[src/hw/conf_word_pkg.sv]
// layout of one configuration BRAM word, one word per line
// bits 18..15 are not decoded
package conf_word_pkg;

   localparam int CONF_W      = 19;
   localparam int CONF_ADDR_W = 9;

   // byte offset of the beat inside the group word
   localparam int OFFSET_LSB = 0;
   localparam int OFFSET_W   = 3;

   // initial shuffle flag of the line
   localparam int ORDER_LSB = 3;
   localparam int ORDER_W   = 3;

   // beats in the line minus one
   localparam int CYCLE_LSB = 6;
   localparam int CYCLE_W   = 8;

   localparam int RET_BIT = 14;   // return to address zero after this line

endpackage

[src/hw/win_geom_pkg.sv]
// geometry of the sliding-window buffer: three groups of three 8-byte BRAMs
// one input beat carries 16 pixels of 8 bits
package win_geom_pkg;

   localparam int BYTE_W     = 8;    // bits per pixel
   localparam int PIX_BYTES  = 16;   // pixels per input beat
   localparam int LANE_BYTES = 8;    // bytes per BRAM word
   localparam int LANES      = 3;    // BRAMs per group
   localparam int GROUPS     = 3;

   localparam int GROUP_BYTES = LANES * LANE_BYTES;         // 24
   localparam int PIX_W       = PIX_BYTES * BYTE_W;         // 128
   localparam int GROUP_W     = GROUP_BYTES * BYTE_W;       // 192

   // flattened write port, group 0 in the low bits
   localparam int OUT_W  = GROUPS * GROUP_W;                // 576
   localparam int MASK_W = GROUPS * GROUP_BYTES;            // 72
   localparam int INC_W  = GROUPS * LANES;                  // 9

   // beat in cycle T shows up on the write port in T+3
   localparam int ALIGN_LAT = 3;

endpackage

[src/hw/group_router.sv]
// routes the aligned word to the active group's slice of the write port
// all slices other than the enabled group are driven to zero
`timescale 1ns/1ps

module group_router
   import win_geom_pkg::*;
(
   input  logic                   clk,
   input  logic                   rst_n,
   input  logic                   aligned_vld,
   input  logic [GROUP_W-1:0]     aligned_data,
   input  logic [GROUP_BYTES-1:0] aligned_mask,
   input  logic [LANES-1:0]       aligned_flag,
   input  logic [GROUPS-1:0]      group_sel,
   output logic [OUT_W-1:0]       wr_data,
   output logic [MASK_W-1:0]      wr_mask,
   output logic [GROUPS-1:0]      wr_group_en,
   output logic [INC_W-1:0]       wr_addr_inc
);

   // group_sel as seen in the beat cycle, two cycles on
   logic [GROUPS-1:0] gsel_d1;
   logic [GROUPS-1:0] gsel_d2;

   always_ff @(posedge clk or negedge rst_n) begin
      if (!rst_n) begin
         gsel_d1 <= GROUPS'(1);
         gsel_d2 <= GROUPS'(1);
      end else begin
         gsel_d1 <= group_sel;
         gsel_d2 <= gsel_d1;
      end
   end

   // ------------------------------------------------------------------------
   // write enables and address increments
   always_ff @(posedge clk or negedge rst_n) begin
      if (!rst_n) begin
         wr_group_en <= '0;
         wr_addr_inc <= '0;
      end else begin
         wr_group_en <= aligned_vld ? gsel_d2 : '0;
         for (int g = 0; g < GROUPS; g++) begin
            if (aligned_vld && gsel_d2[g]) begin
               wr_addr_inc[g*LANES +: LANES] <= aligned_flag;
            end else begin
               wr_addr_inc[g*LANES +: LANES] <= '0;
            end
         end
      end
   end

   // data and mask slices
   always_ff @(posedge clk) begin
      for (int g = 0; g < GROUPS; g++) begin
         if (aligned_vld && gsel_d2[g]) begin
            wr_data[g*GROUP_W +: GROUP_W]         <= aligned_data;
            wr_mask[g*GROUP_BYTES +: GROUP_BYTES] <= aligned_mask;
         end else begin
            wr_data[g*GROUP_W +: GROUP_W]         <= '0;
            wr_mask[g*GROUP_BYTES +: GROUP_BYTES] <= '0;
         end
      end
   end

endmodule

[src/hw/line_seq.sv]
// line sequencing: beat counter, config address and active group
// the config address moves on a line's last beat, so the next line's first
// beat needs at least one idle cycle before it (one-cycle BRAM read)
`timescale 1ns/1ps

module line_seq
   import win_geom_pkg::*;
   import conf_word_pkg::*;
(
   input  logic                   clk,
   input  logic                   rst_n,
   input  logic                   pix_vld,
   input  logic [CONF_W-1:0]      conf_rd_data,
   output logic [CONF_ADDR_W-1:0] conf_rd_addr,
   output logic                   line_first,
   output logic [GROUPS-1:0]      group_sel
);

   logic [CYCLE_W-1:0] beat_cnt;     // beats still to come in this line
   logic               ret_flag;
   logic [CYCLE_W-1:0] conf_cycle;
   logic               conf_ret;
   logic               line_last;
   logic               ret_now;

   // ------------------------------------------------------------------------
   // config word fields
   assign conf_cycle = conf_rd_data[CYCLE_LSB +: CYCLE_W];
   assign conf_ret   = conf_rd_data[RET_BIT];

   assign line_first = pix_vld && (beat_cnt == '0);

   // single-beat line ends on its first beat
   assign line_last = line_first ? (conf_cycle == '0)
                                 : (pix_vld && (beat_cnt == CYCLE_W'(1)));

   assign ret_now = line_first ? conf_ret : ret_flag;   // flag not latched yet

   always_ff @(posedge clk or negedge rst_n) begin
      if (!rst_n) begin
         beat_cnt <= '0;
         ret_flag <= 1'b0;
      end else if (pix_vld) begin
         if (line_first) begin
            beat_cnt <= conf_cycle;
            ret_flag <= conf_ret;
         end else begin
            beat_cnt <= beat_cnt - 1'b1;
         end
      end
   end

   // ------------------------------------------------------------------------
   // line end: next config word, next group
   always_ff @(posedge clk or negedge rst_n) begin
      if (!rst_n) begin
         conf_rd_addr <= '0;
         group_sel    <= GROUPS'(1);
      end else if (line_last) begin
         if (ret_now) begin
            conf_rd_addr <= '0;
         end else begin
            conf_rd_addr <= conf_rd_addr + 1'b1;
         end
         group_sel <= {group_sel[GROUPS-2:0], group_sel[GROUPS-1]};   // 2 wraps to 0
      end
   end

endmodule

[src/hw/pixel_align.sv]
// two-stage alignment of an input beat into a 24-byte group word
// stage 1 places the beat at the byte offset, stage 2 rotates the lanes
// the config word must stay stable for the whole line
`timescale 1ns/1ps

module pixel_align
   import win_geom_pkg::*;
   import conf_word_pkg::*;
(
   input  logic                   clk,
   input  logic                   rst_n,
   input  logic                   pix_vld,
   input  logic [PIX_W-1:0]       pix_data,
   input  logic [CONF_W-1:0]      conf_rd_data,
   input  logic                   line_first,
   output logic                   aligned_vld,
   output logic [GROUP_W-1:0]     aligned_data,
   output logic [GROUP_BYTES-1:0] aligned_mask,
   output logic [LANES-1:0]       aligned_flag
);

   logic [OFFSET_W-1:0]    conf_offset;
   logic [ORDER_W-1:0]     conf_order;
   logic [LANES-1:0]       flag_next;
   logic [LANES-1:0]       shuf_flag;      // flag of the beat in stage 1
   logic                   s1_vld;
   logic [GROUP_W-1:0]     s1_data;
   logic [GROUP_BYTES-1:0] s1_mask;
   logic [1:0]             rot_k;
   logic [GROUP_W-1:0]     rot_data;
   logic [GROUP_BYTES-1:0] rot_mask;

   assign conf_offset = conf_rd_data[OFFSET_LSB +: OFFSET_W];
   assign conf_order  = conf_rd_data[ORDER_LSB +: ORDER_W];

   // order field starts the line, then rotate right each beat
   assign flag_next = line_first ? conf_order : {shuf_flag[0], shuf_flag[LANES-1:1]};

   // ------------------------------------------------------------------------
   // stage 1: placement and mask
   always_ff @(posedge clk or negedge rst_n) begin
      if (!rst_n) begin
         s1_vld    <= 1'b0;
         shuf_flag <= '0;
      end else begin
         s1_vld <= pix_vld;
         if (pix_vld) begin
            shuf_flag <= flag_next;
         end
      end
   end

   always_ff @(posedge clk) begin
      s1_data <= GROUP_W'(pix_data) << (BYTE_W * conf_offset);
      s1_mask <= GROUP_BYTES'({PIX_BYTES{1'b1}}) << conf_offset;
   end

   // ------------------------------------------------------------------------
   // stage 2: lane rotation, out lane i <= in lane (i-k) mod 3
   always_comb begin
      case (shuf_flag)
         3'b010:  rot_k = 2'd1;
         3'b100:  rot_k = 2'd2;
         default: rot_k = 2'd0;   // 001 and non-one-hot flags
      endcase
   end

   always_comb begin
      int src;
      for (int i = 0; i < LANES; i++) begin
         src = (i + LANES - int'(rot_k)) % LANES;
         rot_data[i*LANE_BYTES*BYTE_W +: LANE_BYTES*BYTE_W] =
            s1_data[src*LANE_BYTES*BYTE_W +: LANE_BYTES*BYTE_W];
         rot_mask[i*LANE_BYTES +: LANE_BYTES] = s1_mask[src*LANE_BYTES +: LANE_BYTES];
      end
   end

   always_ff @(posedge clk or negedge rst_n) begin
      if (!rst_n) begin
         aligned_vld <= 1'b0;
      end else begin
         aligned_vld <= s1_vld;
      end
   end

   always_ff @(posedge clk) begin
      aligned_data <= rot_data;
      aligned_mask <= rot_mask;
      aligned_flag <= shuf_flag;   // doubles as per-lane address increment
   end

endmodule

[src/hw/win_conf_decoder.sv]
// window buffer config decoder, beat to write port latency is 3 cycles
// no back-pressure, every beat is written; leave one idle cycle after a
// line's last beat so the next config word can be read
`timescale 1ns/1ps

module win_conf_decoder
   import win_geom_pkg::*;
   import conf_word_pkg::*;
(
   input  logic                   clk,
   input  logic                   rst_n,
   input  logic                   pix_vld,
   input  logic [PIX_W-1:0]       pix_data,
   input  logic [CONF_W-1:0]      conf_rd_data,
   output logic [CONF_ADDR_W-1:0] conf_rd_addr,
   output logic [OUT_W-1:0]       wr_data,
   output logic [MASK_W-1:0]      wr_mask,
   output logic [GROUPS-1:0]      wr_group_en,
   output logic [INC_W-1:0]       wr_addr_inc
);

   logic                   line_first;
   logic [GROUPS-1:0]      group_sel;
   logic                   aligned_vld;
   logic [GROUP_W-1:0]     aligned_data;
   logic [GROUP_BYTES-1:0] aligned_mask;
   logic [LANES-1:0]       aligned_flag;

   line_seq u_line_seq (
      .clk          (clk),
      .rst_n        (rst_n),
      .pix_vld      (pix_vld),
      .conf_rd_data (conf_rd_data),
      .conf_rd_addr (conf_rd_addr),
      .line_first   (line_first),
      .group_sel    (group_sel)
   );

   pixel_align u_pixel_align (
      .clk (clk), .rst_n (rst_n), .pix_vld (pix_vld), .pix_data (pix_data),
      .conf_rd_data (conf_rd_data), .line_first (line_first),
      .aligned_vld (aligned_vld), .aligned_data (aligned_data),
      .aligned_mask (aligned_mask), .aligned_flag (aligned_flag)
   );

   group_router u_group_router (
      .clk (clk), .rst_n (rst_n), .aligned_vld (aligned_vld),
      .aligned_data (aligned_data), .aligned_mask (aligned_mask),
      .aligned_flag (aligned_flag), .group_sel (group_sel),
      .wr_data (wr_data), .wr_mask (wr_mask),
      .wr_group_en (wr_group_en), .wr_addr_inc (wr_addr_inc)
   );

endmodule

[config.mk]
export PLATFORM = sky130hd
export DESIGN_NAME = win_conf_decoder
export DESIGN_NICKNAME = d
export VERILOG_FILES = /design/src/hw/conf_word_pkg.sv /design/src/hw/win_geom_pkg.sv /design/src/hw/group_router.sv /design/src/hw/line_seq.sv /design/src/hw/pixel_align.sv /design/src/hw/win_conf_decoder.sv
export SDC_FILE = /design/constraint.sdc
export NUM_CORES = 2
export LEC_CHECK = 0
export BUFFER_PORTS_ARGS = -buffer_cell sky130_fd_sc_hd__buf_2
export CAP_MARGIN = 10
export CORE_AREA = 2 2 323 325
export CTS_CLUSTER_SIZE = 12
export DETAILED_ROUTE_END_ITERATION = 10
export DIE_AREA = 0 0 325 327
export GPL_TIMING_DRIVEN = 0
export PLACE_DENSITY = 0.65
export SLEW_MARGIN = 30
export SYNTH_ARGS = -nofsm -noshare
export SYNTH_HDL_FRONTEND = slang
export SYNTH_SLANG_ARGS = --single-unit
[constraint.sdc]
create_clock -name clk -period 5.8 [get_ports clk]
set_input_delay 1.16 -clock clk [delete_from_list [all_inputs] [get_ports clk]]
set_output_delay 1.16 -clock clk [all_outputs]
set_load 0.01 [all_outputs]
# --- Word level (Yosys, flattened, before mapping) ---
# Cells that the tools add are included.
totals:
  wordCells: 58
  out_inout_bits: 669
  regBits: 1127
  inputBits: 150
classes:
  shift: 8
  mux: 10
  n_reduce_logical: 7
  add_sub_neg: 5
  eq_ne: 3
  div_mod_pow: 3
op_table:
  columns: ["cell", "n"]
  rows:
  - ["variable part select 192 x 32 -> 64 bit", 3]
  - ["<< shifter 128 x 6 -> 192 bit", 1]
  - ["modulo 32 x 3 -> 32 bit, second input constant", 3]
  - ["variable part select 24 x 32 -> 8 bit", 3]
  - ["<< shifter 16 x 3 -> 24 bit, first input constant", 1]
  - ["logical NOT 8 bit", 2]
  - ["2-to-1 mux 3 bit", 5]
  - ["adder 9 x 1 -> 9 bit, second input constant", 1]
  - ["2-to-1 mux 9 bit", 1]
  - ["== test 8 x 1 -> 1 bit, second input constant", 1]
  - ["2-to-1 mux 8 bit", 1]
  - ["subtractor 3 x 2 -> 4 bit, first input constant", 2]
  - ["subtractor 8 x 1 -> 8 bit, second input constant", 1]
  - ["logical AND 1 bit", 5]
  - ["case mux 2 bit (2 select lines)", 1]
  - ["== test 3 x 2 -> 1 bit, second input constant", 1]
  - ["== test 3 bit, second input constant", 1]
  - ["subtractor 2 x 2 -> 3 bit, first input constant", 1]
  - ["2-to-1 mux 1 bit", 2]

# --- Longest topological paths before layout ---
logic_depth:
  depth_word: 5
  mapped_depth: 12

# --- By module ---
# A second synthesis with hierarchy kept.
hier_totals:
  hier_cells: 3328
  hier_area_um2: 36566.3
modules_own_cells:
  columns: ["module", "seq_area_each_um2", "n_inst", "cells_per_inst", "area_per_inst_um2"]
  rows:
  - ["group_router", 13425.4, 1, 1471, 18562.8]
  - ["pixel_align", 8473.1, 1, 1729, 16801.1]
  - ["line_seq", 526.8, 1, 128, 1202.4]

# --- Worst setup path after synthesis ---
# OpenSTA, ideal clock, no wires.
synth_path:
  path_type: "flip-flop to flip-flop"
  start: "register u_pixel_align.shuf_flag[2]"
  end: "register u_pixel_align.aligned_data[173]"
  setup_ns: 0.128
  path_slack_ns: 2.957
  n_path_buf: 6
  required_ns: 5.672
  stages_incl_launch_ff: 13
  t_arrival_ns: 2.716
  synth_period_minus_slack_ns: 2.843
  cell_sequence: "dfrtp_1 > or3b_2 > buf_2 > buf_2 > buf_1 > ha_1 > clkbuf_1 > buf_2 > buf_2 > mux2i_1 > nor2_1 > a31oi_1 > nor2_1"
synth_between:
  elab_chain_cells: 5
  elab_cells_between_ends: 6
  cone_classes: "add/sub (1); div (1); eq/ne (2); shift (1); mux (1)"
synth_rtl:
  columns: ["element", "line_no", "source"]
  rows:
  - ["from (decl)", "pixel_align.sv:25", "logic [LANES-1:0] shuf_flag;"]
  - ["from (signal assigned)", "pixel_align.sv:48", "shuf_flag <= flag_next;"]
  - ["== test 3 bit / == test 3 x 2 -> 1 bit (equally long branches)", "pixel_align.sv:61", "case (shuf_flag)"]
  - ["case mux 2 bit (2 select lines) (*)", "pixel_align.sv:61", null]
  - ["subtractor 3 x 2 -> 4 bit (*)", "pixel_align.sv:71", "src = (i + LANES - int'(rot_k)) % LANES;"]
  - ["modulo 32 x 3 -> 32 bit (*)", "pixel_align.sv:71", null]
  - ["variable part select 192 x 32 -> 64 bit (*)", "pixel_align.sv:73", "s1_data[src*LANE_BYTES*BYTE_W +: LANE_BYTES*BYTE_W];"]
  - ["via u_pixel_align.rot_data[173]", "pixel_align.sv:30", "logic [GROUP_W-1:0] rot_data;"]
  - ["to (signal assigned)", "pixel_align.sv:87", "aligned_data <= rot_data;"]
  - ["to (decl)", "pixel_align.sv:17", "output logic [GROUP_W-1:0] aligned_data,"]
# The timed path passes the listed nets; every way through them passes the cells marked *.
# A chain may end at the register's enable or synchronous reset.

# --- Final worst setup path ---
layout_path:
  start: "register u_pixel_align.shuf_flag[1]"
  end: "register u_pixel_align.aligned_data[143]"
# The elaborated chain is that of the path after synthesis.

==> impl_metrics.ini <==
[layout]
final_common_cell = dfxtp_1
final_area_sq_um = 46400
final_cell_mix = dfxtp_1, buf_2, and3_1, nor2_1, clkbuf_1
fin_cells = 5920
layout.nets = 4613
final_core_util_pct = 45.1
syn_to_final_growth_pct = 25.8
fillCellCount = 9966
drive_gt1_share_pct = 25.7

[cts]
ctsResizeCount = 0
cts_setup_buffers = 0
clk-insertion-delay-late_ns = 0.73
clk_pin_slew_worst_paths_ns = 0.06
cts_buffers = 115
htree_levels = 3
hold_buffers = 0
clock_path_buffers = 3
cts_root_buffer = clkbuf_16
cts_tree = done
cts_sinks = 1109

[yosys]
synth.distinct_cells = 45
synth_edf_count = 0
syn-num-nets = 3683
yosys-top-cells-area = dfxtp_1, and3_1, mux2i_1, nor2_1, mux2_2
ys_ff_latch = 1109
synthArstFlopShare_pct = 3.97
yosys.area.top_type = dfxtp_1
ys.flop_type = dfxtp_1
syn_avg_cell_area_sq_um = 10.5
synth_top_area_share_pct = 57.9
ys_warn_count = 0
synthCells = 3526
syn_area_sq_um = 36900
ys_seq_area_share_pct = 60.9

[sta]
period_share_pct = 83.7
slew_headroom_pct = 22.3
setup_violations = 0
whs_ns = 0.348
finalSetupTns_ns = 0
period_needed_ns = 4.86
hold_violations = 0
fmax_ghz = 0.206
rsz0062_at_grt = false
drv_slew = 0
tightest_slew_ns = 1.15
skew_ns = 0.0369
fin_ws_ns = 0.944

[setup_path]
path_buf_inv = 7
worst-r2r-setup-slack_ns = 0.94
cp.required_ns = 6.44
cp-start-kind = flip-flop
arrival_ns = 5.49
crit_type = flip-flop to flip-flop
endpoint_kind = flip-flop
slowest_stage = nor3b_2
path_max_fanout = 11
cp_top_family = buffers and inverters
critPathMostFrequentCell = clkbuf_1
cpPeakStageDelay_ns = 0.64
path_cells = nor3b_2 -> buf_2 -> buf_1 -> inv_1 -> ha_1 -> clkbuf_1 -> buf_2 -> clkbuf_1 -> clkbuf_1 -> a31oi_1 -> nor2_1

[place]
dpl.hpwl_mm = 140
placed_cell_area_sq_um = 42700
dp_cells = 5719
port-buffer-count = 812
routabilityCongestion = 1.05
pre_cts_slack_ns = 1.03

[floorplan]
die_x_um = 325
die_y_um = 327
core-area_sq_um = 103000
die_area_sq_um = 106000
pin_count = 819
initial_core_util_pct = 35.8
rows = 118

[detailed_routing]
wl_mm = 177
post-route-drc-count = 0
drtIter0Drc = 3501
wl_per_cell_um = 29.9
vias = 31800
via_per_inst = 5.36
ant_nets = 0
drt_pass1_iterations = 6

[global_routing]
track_usage_pct = 31.8
antenna_found_initial = 23
grt_overflow_total = 0
grt_max_degree = 45
grt_pass1_wl_mm = 238
grt_pass1_vias = 30400

[power]
power.total_mw = 18.0
cellPowerDensity_nw_per_um2 = 387
max-vdd-ir-drop_v = 0.000245
total_leakage_power_nw = 23.5

[hold_path]
holdCritPathClass = flip-flop to flip-flop

[run]
drv_cap = 0

[run_status]
status = finished, final reports clean
## synth_stat cells, drive strengths merged, types with 2 or more instances
master,instances
a31oi,80
clkinv,2
o21bai,37
o21ai,150
o22ai,16
buf,73
a21oi,88
mux2,94
dfstp,3
clkbuf,236
nand3,57
dfxtp,1065
nor3,74
o31ai,5
nor3b,2
nor2b,11
and2,19
mux2i,220
ha,7
a22o,19
dfrtp,41
nand2,185
and3,681
o221a,11
mux4,12
nor4,2
inv,28
nor2,302
## worst register-to-register path, stage by stage, from the launching register on
cell,delay [ns]
dfrtp_1,0.43
nor3b_2,0.64
buf_2,0.43
buf_1,0.44
inv_1,0.16
ha_1,0.38
clkbuf_1,0.17
buf_2,0.39
clkbuf_1,0.59
clkbuf_1,0.62
a31oi_1,0.34
nor2_1,0.21
## path summary, 6_finish.rpt
kind / to / depth (start not counted) / from
max: u_pixel_align.aligned_data[143]$_DFF_P_ / 11 / u_pixel_align.shuf_flag[1]$_DFFE_PN0P_
min: u_group_router.gsel_d2[1]$_DFF_PN0_ / 0 / u_group_router.gsel_d1[1]$_DFF_PN0_
max reg2reg: u_pixel_align.aligned_data[143]$_DFF_P_ / 11 / u_pixel_align.shuf_flag[1]$_DFFE_PN0P_
min reg2reg: u_group_router.gsel_d2[1]$_DFF_PN0_ / 0 / u_group_router.gsel_d1[1]$_DFF_PN0_
max in group asynchronous: u_line_seq.group_sel[0]$_DFFE_PN1P_ / 1 / rst_n
min in group asynchronous: u_group_router.wr_addr_inc[8]$_DFF_PN0_ / 1 / rst_n
## state kept, by name (all words and copies together), names as in the netlist, 8 cells and up
register and count:
u_pixel_align.aligned_mask 24, u_line_seq.conf_rd_addr 9, u_line_seq.beat_cnt 8, u_group_router.wr_mask 72, u_pixel_align.s1_data 184, u_pixel_align.aligned_data 192
u_group_router.wr_addr_inc 9, u_group_router.wr_data 576, u_pixel_align.s1_mask 14
## power by group
group	internal, mW	switching, mW	total, mW	leakage [nW]
clock network	4.15	3.12	7.28	1.78
registers	8.13	0.577	8.70	9.27
logic	0.558	1.43	1.98	12.5
total	12.8	5.13	18.0	23.5
## cell families (layout without fill, tap and decap cells)
kind of cell	Yosys count	in the layout	share of synthesized area, %
and+or+nand+nor	1338	1338	19.1
DFF	1109	1109	60.9
AOI/OAI and AO/OA	407	407	6.54
buffers and inverters	339	1343	3.70
muxes	326	326	9.59
adders and majority gates	7	7	0.238
other	0	10	0
## cell type report
cell class	count	area (sq um)	share of cell area, %
Sequential cell	1109	22400	48.4
Multi-Input combinational cell	2078	13100	28.2
Timing Repair Buffer	813	4070	8.78
Clock buffer	157	3190	6.87
Tap cell	1380	1730	3.72
Buffer	309	1260	2.72
Clock inverter	34	489	1.05
Inverter	30	113	0.243
Antenna cell	10	25.0	0.0540
## routing by layer
metal,GRT usage [%],up-vias,wire (um)
li1,-,14000,-
met1,39.8,15500,70300
met2,52.4,1831,82700
met3,5.61,395,13400
met4,17.4,10,10500
met5,0,-,72
(Power assumes the default switching activity.)
